`src/rtl/msx_io_pkg.sv`:
```
`default_nettype none

package msx_io_pkg;

	localparam int DAC_WIDTH = 16;

	// One MSX joystick port with active low pins and triggers in 5:4
	typedef logic [5:0] joy_port_t;

	typedef logic [8:0] mouse_delta_t;

	typedef struct packed {
		mouse_delta_t dx;
		mouse_delta_t dy;
		logic [1:0]   buttons; // Active high
	} mouse_report_t;

	// Sound chip outputs
	typedef logic signed [15:0] audio_sample_t;
	typedef logic signed [14:0] scc_sample_t;
	typedef logic [8:0]         psg_sample_t;
	typedef logic signed [7:0]  pcm_sample_t; // Turbo-R PCM

	typedef logic [2:0] volume_t; // 7 is loudest

	typedef struct packed {
		audio_sample_t opll;
		logic [15:0]   opl3_l;
		logic [15:0]   opl3_r;
		scc_sample_t   scc1_l;
		scc_sample_t   scc1_r;
		scc_sample_t   scc2_l;
		scc_sample_t   scc2_r;
		pcm_sample_t   pcm;
		psg_sample_t   psg;
	} sound_sources_t;

	// Host side configuration
	typedef logic [63:0] status_t;
	typedef logic [7:0]  dip_t;

endpackage

`default_nettype wire
```
`src/rtl/msx_io_bridge.sv`:
```
`default_nettype none

module msx_io_bridge #(
	parameter int IMG_HOLD_CYCLES = 32'h2000000,
	parameter int MOUSE_TIMEOUT = 100000
) (
	input  wire                         clk_sys,
	input  wire                         reset,
	input  wire                         reset_btn_i,
	input  wire                         img_mounted_i,
	input  wire msx_io_pkg::status_t    status_i,
	input  wire msx_io_pkg::joy_port_t  host_joy_a_i,
	input  wire msx_io_pkg::joy_port_t  host_joy_b_i,
	input  wire msx_io_pkg::mouse_report_t mouse_i,
	input  wire                         mouse_strobe_i,
	input  wire                         msx_stra_i,
	input  wire                         msx_strb_i,
	output wire msx_io_pkg::joy_port_t  msx_joy_a_o,
	output wire msx_io_pkg::joy_port_t  msx_joy_b_o,
	input  wire msx_io_pkg::sound_sources_t sources_i,
	input  wire msx_io_pkg::volume_t    vol_i,
	input  wire                         tape_in_i,
	output wire                         reset_o,
	output wire msx_io_pkg::dip_t       dip_o,
	output wire                         audio_l_o,
	output wire                         audio_r_o
);

	wire                       tape_en;
	msx_io_pkg::audio_sample_t mix_l;
	msx_io_pkg::audio_sample_t mix_r;

	system_ctrl #(
		.IMG_HOLD_CYCLES(IMG_HOLD_CYCLES)
	) u_system_ctrl (
		.clk_sys      (clk_sys),
		.reset        (reset),
		.reset_btn_i  (reset_btn_i),
		.img_mounted_i(img_mounted_i),
		.status_i     (status_i),
		.reset_o      (reset_o),
		.dip_o        (dip_o),
		.tape_en_o    (tape_en)
	);

	// Everything below runs on the system reset
	joystick_ports #(
		.MOUSE_TIMEOUT(MOUSE_TIMEOUT)
	) u_joystick_ports (
		.clk_sys       (clk_sys),
		.reset_i       (reset_o),
		.host_joy_a_i  (host_joy_a_i),
		.host_joy_b_i  (host_joy_b_i),
		.mouse_i       (mouse_i),
		.mouse_strobe_i(mouse_strobe_i),
		.msx_stra_i    (msx_stra_i),
		.msx_strb_i    (msx_strb_i),
		.msx_joy_a_o   (msx_joy_a_o),
		.msx_joy_b_o   (msx_joy_b_o)
	);

	audio_mixer u_audio_mixer (
		.clk_sys  (clk_sys),
		.reset_i  (reset_o),
		.sources_i(sources_i),
		.tape_en_i(tape_en),
		.tape_in_i(tape_in_i),
		.vol_i    (vol_i),
		.left_o   (mix_l),
		.right_o  (mix_r)
	);

	sigma_delta_dac #(
		.WIDTH(msx_io_pkg::DAC_WIDTH)
	) u_dac_l (
		.clk_sys (clk_sys),
		.reset_i (reset_o),
		.sample_i(mix_l),
		.dac_o   (audio_l_o)
	);

	sigma_delta_dac #(
		.WIDTH(msx_io_pkg::DAC_WIDTH)
	) u_dac_r (
		.clk_sys (clk_sys),
		.reset_i (reset_o),
		.sample_i(mix_r),
		.dac_o   (audio_r_o)
	);

endmodule

`default_nettype wire

```
`src/rtl/sigma_delta_dac.sv`:
```
`default_nettype none

module sigma_delta_dac #(
	parameter int WIDTH = 16
) (
	input  wire             clk_sys,
	input  wire             reset_i,
	input  wire [WIDTH-1:0] sample_i,
	output logic            dac_o
);

	logic [WIDTH-1:0] offset;
	logic [WIDTH:0]   acc;

	// Signed to offset binary
	assign offset = {~sample_i[WIDTH-1], sample_i[WIDTH-2:0]};

	always_ff @(posedge clk_sys) begin
		if (reset_i)
			acc <= '0;
		else
			acc <= {1'b0, acc[WIDTH-1:0]} + {1'b0, offset};
	end

	// Carry out is the bit stream
	assign dac_o = acc[WIDTH];

endmodule

`default_nettype wire

```
`src/rtl/audio_mixer.sv`:
```
`default_nettype none

module audio_mixer (
	input  wire                         clk_sys,
	input  wire                         reset_i,
	input  wire msx_io_pkg::sound_sources_t sources_i,
	input  wire                         tape_en_i,
	input  wire                         tape_in_i,
	input  wire msx_io_pkg::volume_t    vol_i,
	output msx_io_pkg::audio_sample_t   left_o,
	output msx_io_pkg::audio_sample_t   right_o
);

	msx_io_pkg::audio_sample_t sum_l;
	msx_io_pkg::audio_sample_t sum_r;
	msx_io_pkg::volume_t       vol_q;
	logic                      tape_on;

	// All terms wrap at 16 bits
	function automatic msx_io_pkg::audio_sample_t mix(
		input msx_io_pkg::audio_sample_t opll,
		input logic [15:0]               opl3,
		input msx_io_pkg::scc_sample_t   scc1,
		input msx_io_pkg::scc_sample_t   scc2,
		input msx_io_pkg::pcm_sample_t   pcm,
		input msx_io_pkg::psg_sample_t   psg,
		input logic                      tape
	);
		logic [15:0] acc;
		acc = opll + opl3;
		acc = acc + {scc1[14], scc1} + {scc2[14], scc2};
		acc = acc + {1'b0, psg, 6'b0};
		acc = acc + {pcm, pcm}; // PCM into both bytes
		acc = acc + {8'b0, tape, 7'b0};
		return acc;
	endfunction

	assign tape_on = tape_en_i & tape_in_i;

	always_ff @(posedge clk_sys) begin
		if (reset_i) begin
			sum_l <= '0;
			sum_r <= '0;
			vol_q <= '0;
		end else begin
			sum_l <= mix(sources_i.opll, sources_i.opl3_l, sources_i.scc1_l, sources_i.scc2_l,
				sources_i.pcm, sources_i.psg, tape_on);
			sum_r <= mix(sources_i.opll, sources_i.opl3_r, sources_i.scc1_r, sources_i.scc2_r,
				sources_i.pcm, sources_i.psg, tape_on);
			vol_q <= vol_i; // Travels with the sum
		end
	end

	// Arithmetic shift keeps the sign
	always_ff @(posedge clk_sys) begin
		if (reset_i) begin
			left_o <= '0;
			right_o <= '0;
		end else begin
			left_o <= sum_l >>> (3'd7 - vol_q);
			right_o <= sum_r >>> (3'd7 - vol_q);
		end
	end

endmodule

`default_nettype wire

```
`src/rtl/joystick_ports.sv`:
```
`default_nettype none

module joystick_ports #(
	parameter int MOUSE_TIMEOUT = 100000
) (
	input  wire                        clk_sys,
	input  wire                        reset_i,
	input  wire msx_io_pkg::joy_port_t host_joy_a_i,
	input  wire msx_io_pkg::joy_port_t host_joy_b_i,
	input  wire msx_io_pkg::mouse_report_t mouse_i,
	input  wire                        mouse_strobe_i,
	input  wire                        msx_stra_i,
	input  wire                        msx_strb_i,
	output msx_io_pkg::joy_port_t      msx_joy_a_o,
	output msx_io_pkg::joy_port_t      msx_joy_b_o
);

	msx_io_pkg::joy_port_t joy_a_n;
	msx_io_pkg::joy_port_t joy_b_n;
	msx_io_pkg::joy_port_t mouse_pins;
	msx_io_pkg::joy_port_t pins_a;
	msx_io_pkg::joy_port_t pins_b;
	logic                  mouse_en;
	logic                  joy_a_pressed;

	// Direction bits reversed on the core side
	function automatic msx_io_pkg::joy_port_t msx_pin_order(input msx_io_pkg::joy_port_t p);
		return {p[5:4], p[0], p[1], p[2], p[3]};
	endfunction

	assign joy_a_n = ~host_joy_a_i;
	assign joy_b_n = ~host_joy_b_i;
	assign joy_a_pressed = ~&joy_a_n;

	msx_mouse #(
		.MOUSE_TIMEOUT(MOUSE_TIMEOUT)
	) u_mouse (
		.clk_sys        (clk_sys),
		.reset_i        (reset_i),
		.mouse_i        (mouse_i),
		.mouse_strobe_i (mouse_strobe_i),
		.joy_a_pressed_i(joy_a_pressed),
		.msx_stra_i     (msx_stra_i),
		.mouse_en_o     (mouse_en),
		.mouse_pins_o   (mouse_pins)
	);

	// Pressed pin pulls low only while its strobe is low
	assign pins_a = mouse_en ? mouse_pins : (joy_a_n | {6{msx_stra_i}});
	assign pins_b = joy_b_n | {6{msx_strb_i}};

	assign msx_joy_a_o = msx_pin_order(pins_a);
	assign msx_joy_b_o = msx_pin_order(pins_b);

endmodule

`default_nettype wire

```
`src/rtl/msx_mouse.sv`:
```
`default_nettype none

module msx_mouse #(
	parameter int MOUSE_TIMEOUT = 100000
) (
	input  wire                        clk_sys,
	input  wire                        reset_i,
	input  wire msx_io_pkg::mouse_report_t mouse_i,
	input  wire                        mouse_strobe_i,
	input  wire                        joy_a_pressed_i,
	input  wire                        msx_stra_i,
	output logic                       mouse_en_o,
	output msx_io_pkg::joy_port_t      mouse_pins_o
);

	localparam int TO_W = $clog2(MOUSE_TIMEOUT + 1);

	typedef logic [TO_W-1:0] timeout_t;

	typedef enum logic [1:0] {
		NIB_X_HI,
		NIB_X_LO,
		NIB_Y_HI,
		NIB_Y_LO
	} nib_state_e;

	nib_state_e               state;
	logic                     stra_q;
	logic                     advance;
	timeout_t                 timeout_cnt;
	msx_io_pkg::mouse_delta_t x_latch;
	msx_io_pkg::mouse_delta_t y_latch;
	logic [3:0]               nibble;
	logic [1:0]               buttons_n;

	assign advance = mouse_en_o & (stra_q ^ msx_stra_i);
	assign mouse_pins_o = {buttons_n, nibble};

	always_ff @(posedge clk_sys) begin
		if (reset_i)
			mouse_en_o <= 1'b0;
		else if (mouse_strobe_i)
			mouse_en_o <= 1'b1;
		else if (joy_a_pressed_i)
			mouse_en_o <= 1'b0; // Joystick takes the port back
	end

	always_ff @(posedge clk_sys) begin
		if (reset_i) begin
			state <= NIB_X_HI;
			timeout_cnt <= '0;
		end else if (advance) begin
			timeout_cnt <= timeout_t'(MOUSE_TIMEOUT);
			case (state)
				NIB_X_HI: state <= NIB_X_LO;
				NIB_X_LO: state <= NIB_Y_HI;
				NIB_Y_HI: state <= NIB_Y_LO;
				default:  state <= NIB_X_HI;
			endcase
		end else if (mouse_en_o && timeout_cnt != '0) begin
			timeout_cnt <= timeout_cnt - 1'b1;
			if (timeout_cnt == timeout_t'(1))
				state <= NIB_X_HI; // Host gave up mid-read
		end
	end

	// Nibbles go out MSB of the field on bit 0
	always_ff @(posedge clk_sys) begin
		stra_q <= msx_stra_i;
		buttons_n <= ~mouse_i.buttons;
		if (mouse_strobe_i) begin
			x_latch <= -mouse_i.dx;
			y_latch <= mouse_i.dy;
		end
		if (advance) begin
			case (state)
				NIB_X_HI: nibble <= {x_latch[5], x_latch[6], x_latch[7], x_latch[8]};
				NIB_X_LO: nibble <= {x_latch[1], x_latch[2], x_latch[3], x_latch[4]};
				NIB_Y_HI: nibble <= {y_latch[5], y_latch[6], y_latch[7], y_latch[8]};
				default: begin
					nibble <= {y_latch[1], y_latch[2], y_latch[3], y_latch[4]};
					x_latch <= '0;
					y_latch <= '0;
				end
			endcase
		end
	end

endmodule

`default_nettype wire

```
`src/rtl/system_ctrl.sv`:
```
`default_nettype none

module system_ctrl #(
	parameter int IMG_HOLD_CYCLES = 32'h2000000
) (
	input  wire                  clk_sys,
	input  wire                  reset,
	input  wire                  reset_btn_i,
	input  wire                  img_mounted_i,
	input  wire msx_io_pkg::status_t status_i,
	output logic                 reset_o,
	output msx_io_pkg::dip_t     dip_o,
	output logic                 tape_en_o
);

	localparam int CNT_W = $clog2(IMG_HOLD_CYCLES + 1);

	typedef logic [CNT_W-1:0] hold_cnt_t;

	localparam hold_cnt_t HOLD_LOAD = hold_cnt_t'(IMG_HOLD_CYCLES);

	hold_cnt_t hold_cnt;
	logic      reset_req;

	// Mount pulse counts as the first hold cycle
	assign reset_req = reset | status_i[0] | reset_btn_i | img_mounted_i | (hold_cnt != '0);

	always_ff @(posedge clk_sys) begin
		if (reset) begin
			hold_cnt <= '0;
		end else if (img_mounted_i) begin
			hold_cnt <= HOLD_LOAD;
		end else if (hold_cnt != '0) begin
			hold_cnt <= hold_cnt - 1'b1;
		end
		reset_o <= reset_req;
	end

	// Switch settings reach the core through a reset
	always_ff @(posedge clk_sys) begin
		dip_o <= {~status_i[8], ~status_i[7], ~status_i[6:5], ~status_i[4], ~status_i[3],
			1'b0, ~status_i[1]};
		tape_en_o <= status_i[9];
	end

endmodule

`default_nettype wire

```
`config.mk`:
```
export PLATFORM = sky130hd
export DESIGN_NAME = msx_io_bridge
export DESIGN_NICKNAME = d
export VERILOG_FILES = /design/src/rtl/msx_io_pkg.sv /design/src/rtl/msx_io_bridge.sv /design/src/rtl/sigma_delta_dac.sv /design/src/rtl/audio_mixer.sv /design/src/rtl/joystick_ports.sv /design/src/rtl/msx_mouse.sv /design/src/rtl/system_ctrl.sv
export SDC_FILE = /design/constraint.sdc
export NUM_CORES = 1
export LEC_CHECK = 0
export ABC_CLOCK_PERIOD_IN_PS = 11700
export BUFFER_PORTS_ARGS = -buffer_cell sky130_fd_sc_hd__buf_2
export CAP_MARGIN = 20
export CORE_AREA = 10 10 192 194
export CTS_BUF_LIST = sky130_fd_sc_hd__clkbuf_16
export DETAILED_ROUTE_END_ITERATION = 10
export DIE_AREA = 0 0 202 204
export GPL_TIMING_DRIVEN = 0
export PLACE_DENSITY_LB_ADDON = 0.05
export SLEW_MARGIN = 20
export SYNTH_ARGS = -nofsm -noshare
export SYNTH_HDL_FRONTEND = slang
export SYNTH_SLANG_ARGS = --single-unit
```
`constraint.sdc`:
```
create_clock -name clk_sys -period 11.7 [get_ports clk_sys]
set_input_delay 1.755 -clock clk_sys [delete_from_list [all_inputs] [get_ports clk_sys]]
set_output_delay 1.755 -clock clk_sys [all_outputs]
set_load 0.03 [all_outputs]
```
# --- After elaboration in Yosys (flattened, before gate mapping) ---
# Index checks and enable logic that the tools add are counted.
totals:
  out_inout_bits: 23
  register_bits: 181
op_classes:
  shifts: 2
  muxes: 18
  n_bitwise: 20
  add_sub_neg: 18
  eq_ne: 4
  reduce_logical: 12
op_table:
  columns: ["operator", "n"]
  rows:
  - ["16-bit adder", 8]
  - ["9-bit 2-to-1 mux", 6]
  - ["26-bit 2-to-1 mux", 2]
  - ["16-bit by 16-bit adder with 17-bit output", 2]
  - ["17-bit 2-to-1 mux", 2]
  - ["16-bit by 15-bit adder with 16-bit output", 2]
  - ["16-bit by 8-bit adder with 16-bit output", 2]
  - ["16-bit by 3-bit >>> shifter with 16-bit output", 2]
  - ["26-bit nonzero test", 1]
  - ["26-bit by 1-bit subtractor with 26-bit output (second input constant)", 1]
  - ["17-bit by 1-bit == test with 1-bit output (second input constant)", 1]
  - ["17-bit nonzero test", 1]
  - ["17-bit by 1-bit subtractor with 17-bit output (second input constant)", 1]
  - ["6-bit NOT", 2]
  - ["6-bit bitwise OR", 2]
  - ["4-bit one-hot mux with 3 select lines", 1]
  - ["9-bit negator", 1]
  - ["1-bit NOT", 7]
  - ["2-bit 2-to-1 mux", 3]
  - ["6-bit 2-to-1 mux", 1]
  - ["2-bit one-hot mux with 3 select lines", 1]
  - ["6-bit AND reduction", 1]
  - ["2-bit nonzero test", 3]
  - ["2-bit NOT", 2]
  - ["13 further kinds", 19]

# --- Logic depth before layout (Yosys ltp) ---
depth:
  ltp_word: 6
  mapped_depth: 15
  mapped_depth_nobuf: 15

# --- Modules after synthesis ---
# A second synthesis with hierarchy kept.
unflattened:
  cells_unflattened: 1364
  hier_area_um2: 13223.9
modules_own_cells:
  columns: ["mod", "cells_each", "seq_area_each_um2", "n_inst", "area_per_inst_um2"]
  rows:
  - ["audio_mixer", 684, 1341.3, 1, 6965.4]
  - ["sigma_delta_dac", 125, 340.3, 2, 1134.8]
  - ["msx_mouse", 234, 900.9, 1, 2222.1]
  - ["system_ctrl", 171, 700.7, 1, 1570.3]
  - ["joystick_ports", 25, 0.0, 1, 196.4]

# --- Least setup slack after synthesis ---
# No wires, ideal clock.
synth_timing:
  path_kind: "input -> register"
  start: "input port sources_i[12] (netlist bit)"
  end: "register u_audio_mixer.sum_r[13]"
  required_time_ns: 11.572
  arrival_time_ns: 5.350
  setup_slack_ns: 6.222
  setup_ns: 0.128
  n_path_buf: 0
  stages: 14
  path_cell_list: "inv_1 > fa_1 > fa_1 > inv_1 > fa_1 > ha_1 > ha_1 > fa_1 > a21oi_1 > o211ai_1 > o41ai_1 > o21ai_0 > xnor2_1 > nor2_1"
synth_between:
  elab_chain_cells: 2
synth_lines:
  columns: ["item", "line_no", "text"]
  rows:
  - ["start, declared", "msx_io_bridge.sv:20", "input wire msx_io_pkg::sound_sources_t sources_i,"]
  - ["16-bit adder", "audio_mixer.sv:33", "acc = acc + {pcm, pcm};"]
  - ["16-bit by 8-bit adder with 16-bit output", "audio_mixer.sv:34", "acc = acc + {8'b0, tape, 7'b0};"]
  - ["end signal, assigned", "audio_mixer.sv:48", "sum_r <= mix(sources_i.opll, sources_i.opl3_r, sources_i.scc1_r, sources_i.scc2_r,"]
  - ["end, declared", "audio_mixer.sv:15", "msx_io_pkg::audio_sample_t sum_r;"]
# No other way between the ends.
# A chain may end at the register's enable or synchronous reset.

# --- Final worst setup path ---
layout_timing:
  start: "input port sources_i[11] (netlist bit)"
  end: "register u_audio_mixer.sum_r[15]"
# The elaborated chain is that of the path after synthesis.

==> flow_summary.json <==
{
  "outcome": "complete, no violations",
  "max_stage_delay_ns": 0.61,
  "hpwlAfterDp_mm": 25.25,
  "overflow": 0,
  "synth_edf_count": 4,
  "p_per_area_nw_per_um2": 189.1,
  "via_per_inst": 4.726,
  "drv_cap": 0,
  "design.die.area_um2": 41210,
  "cts_setup_buffers": 0,
  "wirelength_mm": 30.06,
  "setup_viol": 0,
  "coreArea_um2": 33110,
  "final_cell_count_no_fill": 2020,
  "synthDistinctLibCells": 66,
  "grt_usage": 0.1494,
  "rr_worst_depth": 9,
  "drive_gt1_frac": 0.1679,
  "cp-end-kind": "flip-flop",
  "worstHoldStart": "u_system_ctrl.hold_cnt[16]$_SDFFE_PP0P_",
  "final_nets": 2003,
  "synthFlopType": "dfxtp_1",
  "vdd_drop_max_mv": 0.08641,
  "cts_tree": "built",
  "grt_pass1_vias": 10350,
  "dp_cells": 1988,
  "fillers": 3340,
  "p_total_mw": 2.797,
  "wl_per_cell_um": 14.88,
  "critPathLaunchType": "input port",
  "final_max_slew_viol_count": 0,
  "arrival_ns": 6.14,
  "hold_depth": 2,
  "relSlewSlack": 0.4174,
  "worstHoldEndpoint": "u_system_ctrl.hold_cnt[16]$_SDFFE_PP0P_",
  "grt_pass1_wl_mm": 50.64,
  "worst-setup-path-type": "in2reg",
  "r2r-end": "u_audio_mixer.sum_l[15]$_SDFF_PP0_",
  "crit_slowest_cell": "o41ai_1",
  "setup_tns_ns": 0,
  "initial_core_util": 0.3825,
  "num_antenna_cells": 0,
  "detail-route-antenna-nets": 0,
  "yosys_warnings": 0,
  "cts_made_buffers": 17,
  "syn_area_um2": 12660,
  "crit_family": "adder cells",
  "syn-instance-count": 1344,
  "tightest_slew_ns": 0.8672,
  "num_vias": 9546,
  "required_ns": 12.01,
  "r2r_slack_ns": 8.82,
  "avgSynthCellArea_um2": 9.423,
  "async_reset_ff_frac": 0,
  "ios": 255,
  "cp_common_cell": "fa_1",
  "fmax_ghz": 0.1713,
  "drc": 0,
  "io_buffers": 196,
  "p_leak_nw": 6.636,
  "drt-initial-drc-count": 304,
  "hold_viol_final": 0,
  "min_period_ns": 5.836,
  "layout_common_cells": "buf_2, inv_1, dfxtp_1, nor2_1, fa_1",
  "rr_startpoint": "u_system_ctrl.tape_en_o$_DFF_P_",
  "synth_nets": 1788,
  "rsz0062_at_grt": "no",
  "path_cells": "buf_2, inv_1, fa_1, fa_1, fa_1, inv_1, ha_1, ha_1, fa_1, a21oi_1, o211ai_1, o41ai_1, o21ai_0, xnor2_1, nor2_1",
  "crit_fanout": 4,
  "grt_max_degree": 17,
  "gp_congestion": 0.8108,
  "die_w_um": 202,
  "dr.pass1.iters": 4,
  "clk_transition_reported_paths_ns": 0.07,
  "mostFrequentLayoutCell": "buf_2",
  "root_buffer": "clkbuf_16",
  "synth_seq_cells": 179,
  "ctsHoldBuffers": 0,
  "clock_path_buffers": 2,
  "syn2layout_area_growth_pct": 16.78,
  "htreeDepth": 4,
  "finClkSkew_ns": 0.01124,
  "clkSinkCount": 179,
  "multi_input_area_um2": 8165,
  "rows": 67,
  "ctsResizeCount": 0,
  "grt_antenna_before_repair": 1,
  "hold_path.class": "reg2reg",
  "timing.final.crit_share": 0.4988,
  "clkLatencyLatePin_ns": 0.44,
  "crit_buf_inv": 3,
  "regArea_um2": 3623,
  "yosysSeqAreaShare": 0.2861,
  "die_h_um": 204
}
[power by group]
part           total (mW)  leakage [nW]  switching, mW  internal (mW)
logic                1.51          4.90          0.839          0.668
clock network       0.570         0.281          0.254          0.316
registers           0.720          1.46         0.0509          0.669
total                2.80          6.64           1.14           1.65
[worst register-to-register path, delay by kind of cell (launching register included)]
family,cells,cell delay [ns]
AO/OA/AOI/OAI,3,0.96
XOR/XNOR,1,0.28
adder cells (fa/ha/maj),2,0.87
flip-flops,1,0.30
AND/OR/NAND/NOR,3,0.35
[state kept, by name, summed over array words and instances (netlist names)]
| register | flops |
|---|---|
| u_audio_mixer.left_o | 16 |
| u_joystick_ports.u_mouse.y_latch | 8 |
| u_dac_r.acc | 17 |
| u_dac_l.acc | 17 |
| u_joystick_ports.u_mouse.buttons_n | 2 |
| u_audio_mixer.sum_l | 16 |
| u_system_ctrl.tape_en_o | 1 |
| u_audio_mixer.vol_q | 3 |
| u_system_ctrl.reset_o | 1 |
| u_joystick_ports.u_mouse.stra_q | 1 |
| u_joystick_ports.u_mouse.nibble | 4 |
| u_audio_mixer.sum_r | 16 |
| u_joystick_ports.u_mouse.timeout_cnt | 17 |
| u_joystick_ports.u_mouse.x_latch | 8 |
| u_audio_mixer.right_o | 16 |
| u_system_ctrl.hold_cnt | 26 |
| u_joystick_ports.u_mouse.state | 2 |
| u_joystick_ports.u_mouse.mouse_en_o | 1 |
| u_system_ctrl.dip_o | 7 |
[cell type report]
| type | instances | area share |
|---|---|---|
| clock inverter | 15 | 0.01066 |
| inverter | 191 | 0.04848 |
| sequential | 179 | 0.2450 |
| timing repair buffer | 196 | 0.06633 |
| tap | 448 | 0.03790 |
| buffer | 40 | 0.01074 |
| multi-input combinational | 934 | 0.5521 |
| clock buffer | 17 | 0.02876 |
[layer usage]
| metal | vias up | track usage | wire, µm |
|---|---|---|---|
| met5 | - | 0 | 8 |
| met4 | 2 | 0.03812 | 287 |
| met3 | 25 | 0.03535 | 1284 |
| met2 | 160 | 0.2648 | 14780 |
| met1 | 4446 | 0.1780 | 13700 |
| li1 | 4913 | - | - |
[worst max-delay path by stage]
stage                             start                            endpoint  slack (ns)  depth (start not counted)
after floorplan           sources_i[12]  u_audio_mixer.sum_r[13]$_SDFF_PP0_        6.22                         14
after global placement    sources_i[11]  u_audio_mixer.sum_l[13]$_SDFF_PP0_        5.33                         15
after detailed placement  sources_i[11]  u_audio_mixer.sum_r[15]$_SDFF_PP0_        5.34                         15
after CTS                 sources_i[11]  u_audio_mixer.sum_l[13]$_SDFF_PP0_        5.81                         15
after global routing      sources_i[11]  u_audio_mixer.sum_l[13]$_SDFF_PP0_        5.58                         15
final                     sources_i[11]  u_audio_mixer.sum_r[15]$_SDFF_PP0_        5.86                         15
[synthesized netlist by cell type (all sizes together) (7+ instances only)]
cell type	instances	area [µm²]
inv	190	713.2
dfxtp	175	3503
nor2	154	578.1
fa	110	2202
ha	102	1276
mux2i	67	670.6
a21oi	56	280.3
xnor2	49	429.2
nand2	40	150.1
xor2	37	324.1
nor3	35	180.2
nor2b	34	212.7
o21ai	29	145.1
nand3	26	130.1
clkbuf	24	90.09
a211oi	17	127.6
buf	16	68.82
nand2b	15	93.84
mux2	14	157.7
or3	13	82.58
o21a	11	82.58
nor4	10	77.57
o31ai	9	67.56
a21o	8	60.06
a31oi	7	43.79
or4	7	58.81
[per-stage QoR]
| stage | util | area (µm²) | hold WS [ns] | setup slack (ns) |
|---|---|---|---|---|
| global route | 0.4466 | 14790 | 0.5026 | 5.579 |
| CTS | 0.4466 | 14790 | 0.4786 | 5.813 |
| global placement | 0.4290 | 14210 | 0.4615 | 5.326 |
| detailed placement | 0.4290 | 14210 | 0.4671 | 5.343 |
| floorplan | - | 12660 | 0.4443 | 6.222 |
| finish | 0.4466 | 14790 | 0.4750 | 5.864 |
[cells by family (layout without fill, tap and decap cells)]
family	after synthesis	in the layout	share of synthesized area
muxes	85	85	0.07252
buffers and inverters	231	459	0.06916
other	1	1	0.0002961
xor gates and xnor gates	86	86	0.05947
AOI/OAI and AO/OA	178	178	0.09119
and+or+nand+nor	372	372	0.1466
adders and majority gates	212	212	0.2746
DFF	179	179	0.2861
Power figures use the tool's default switching activity.
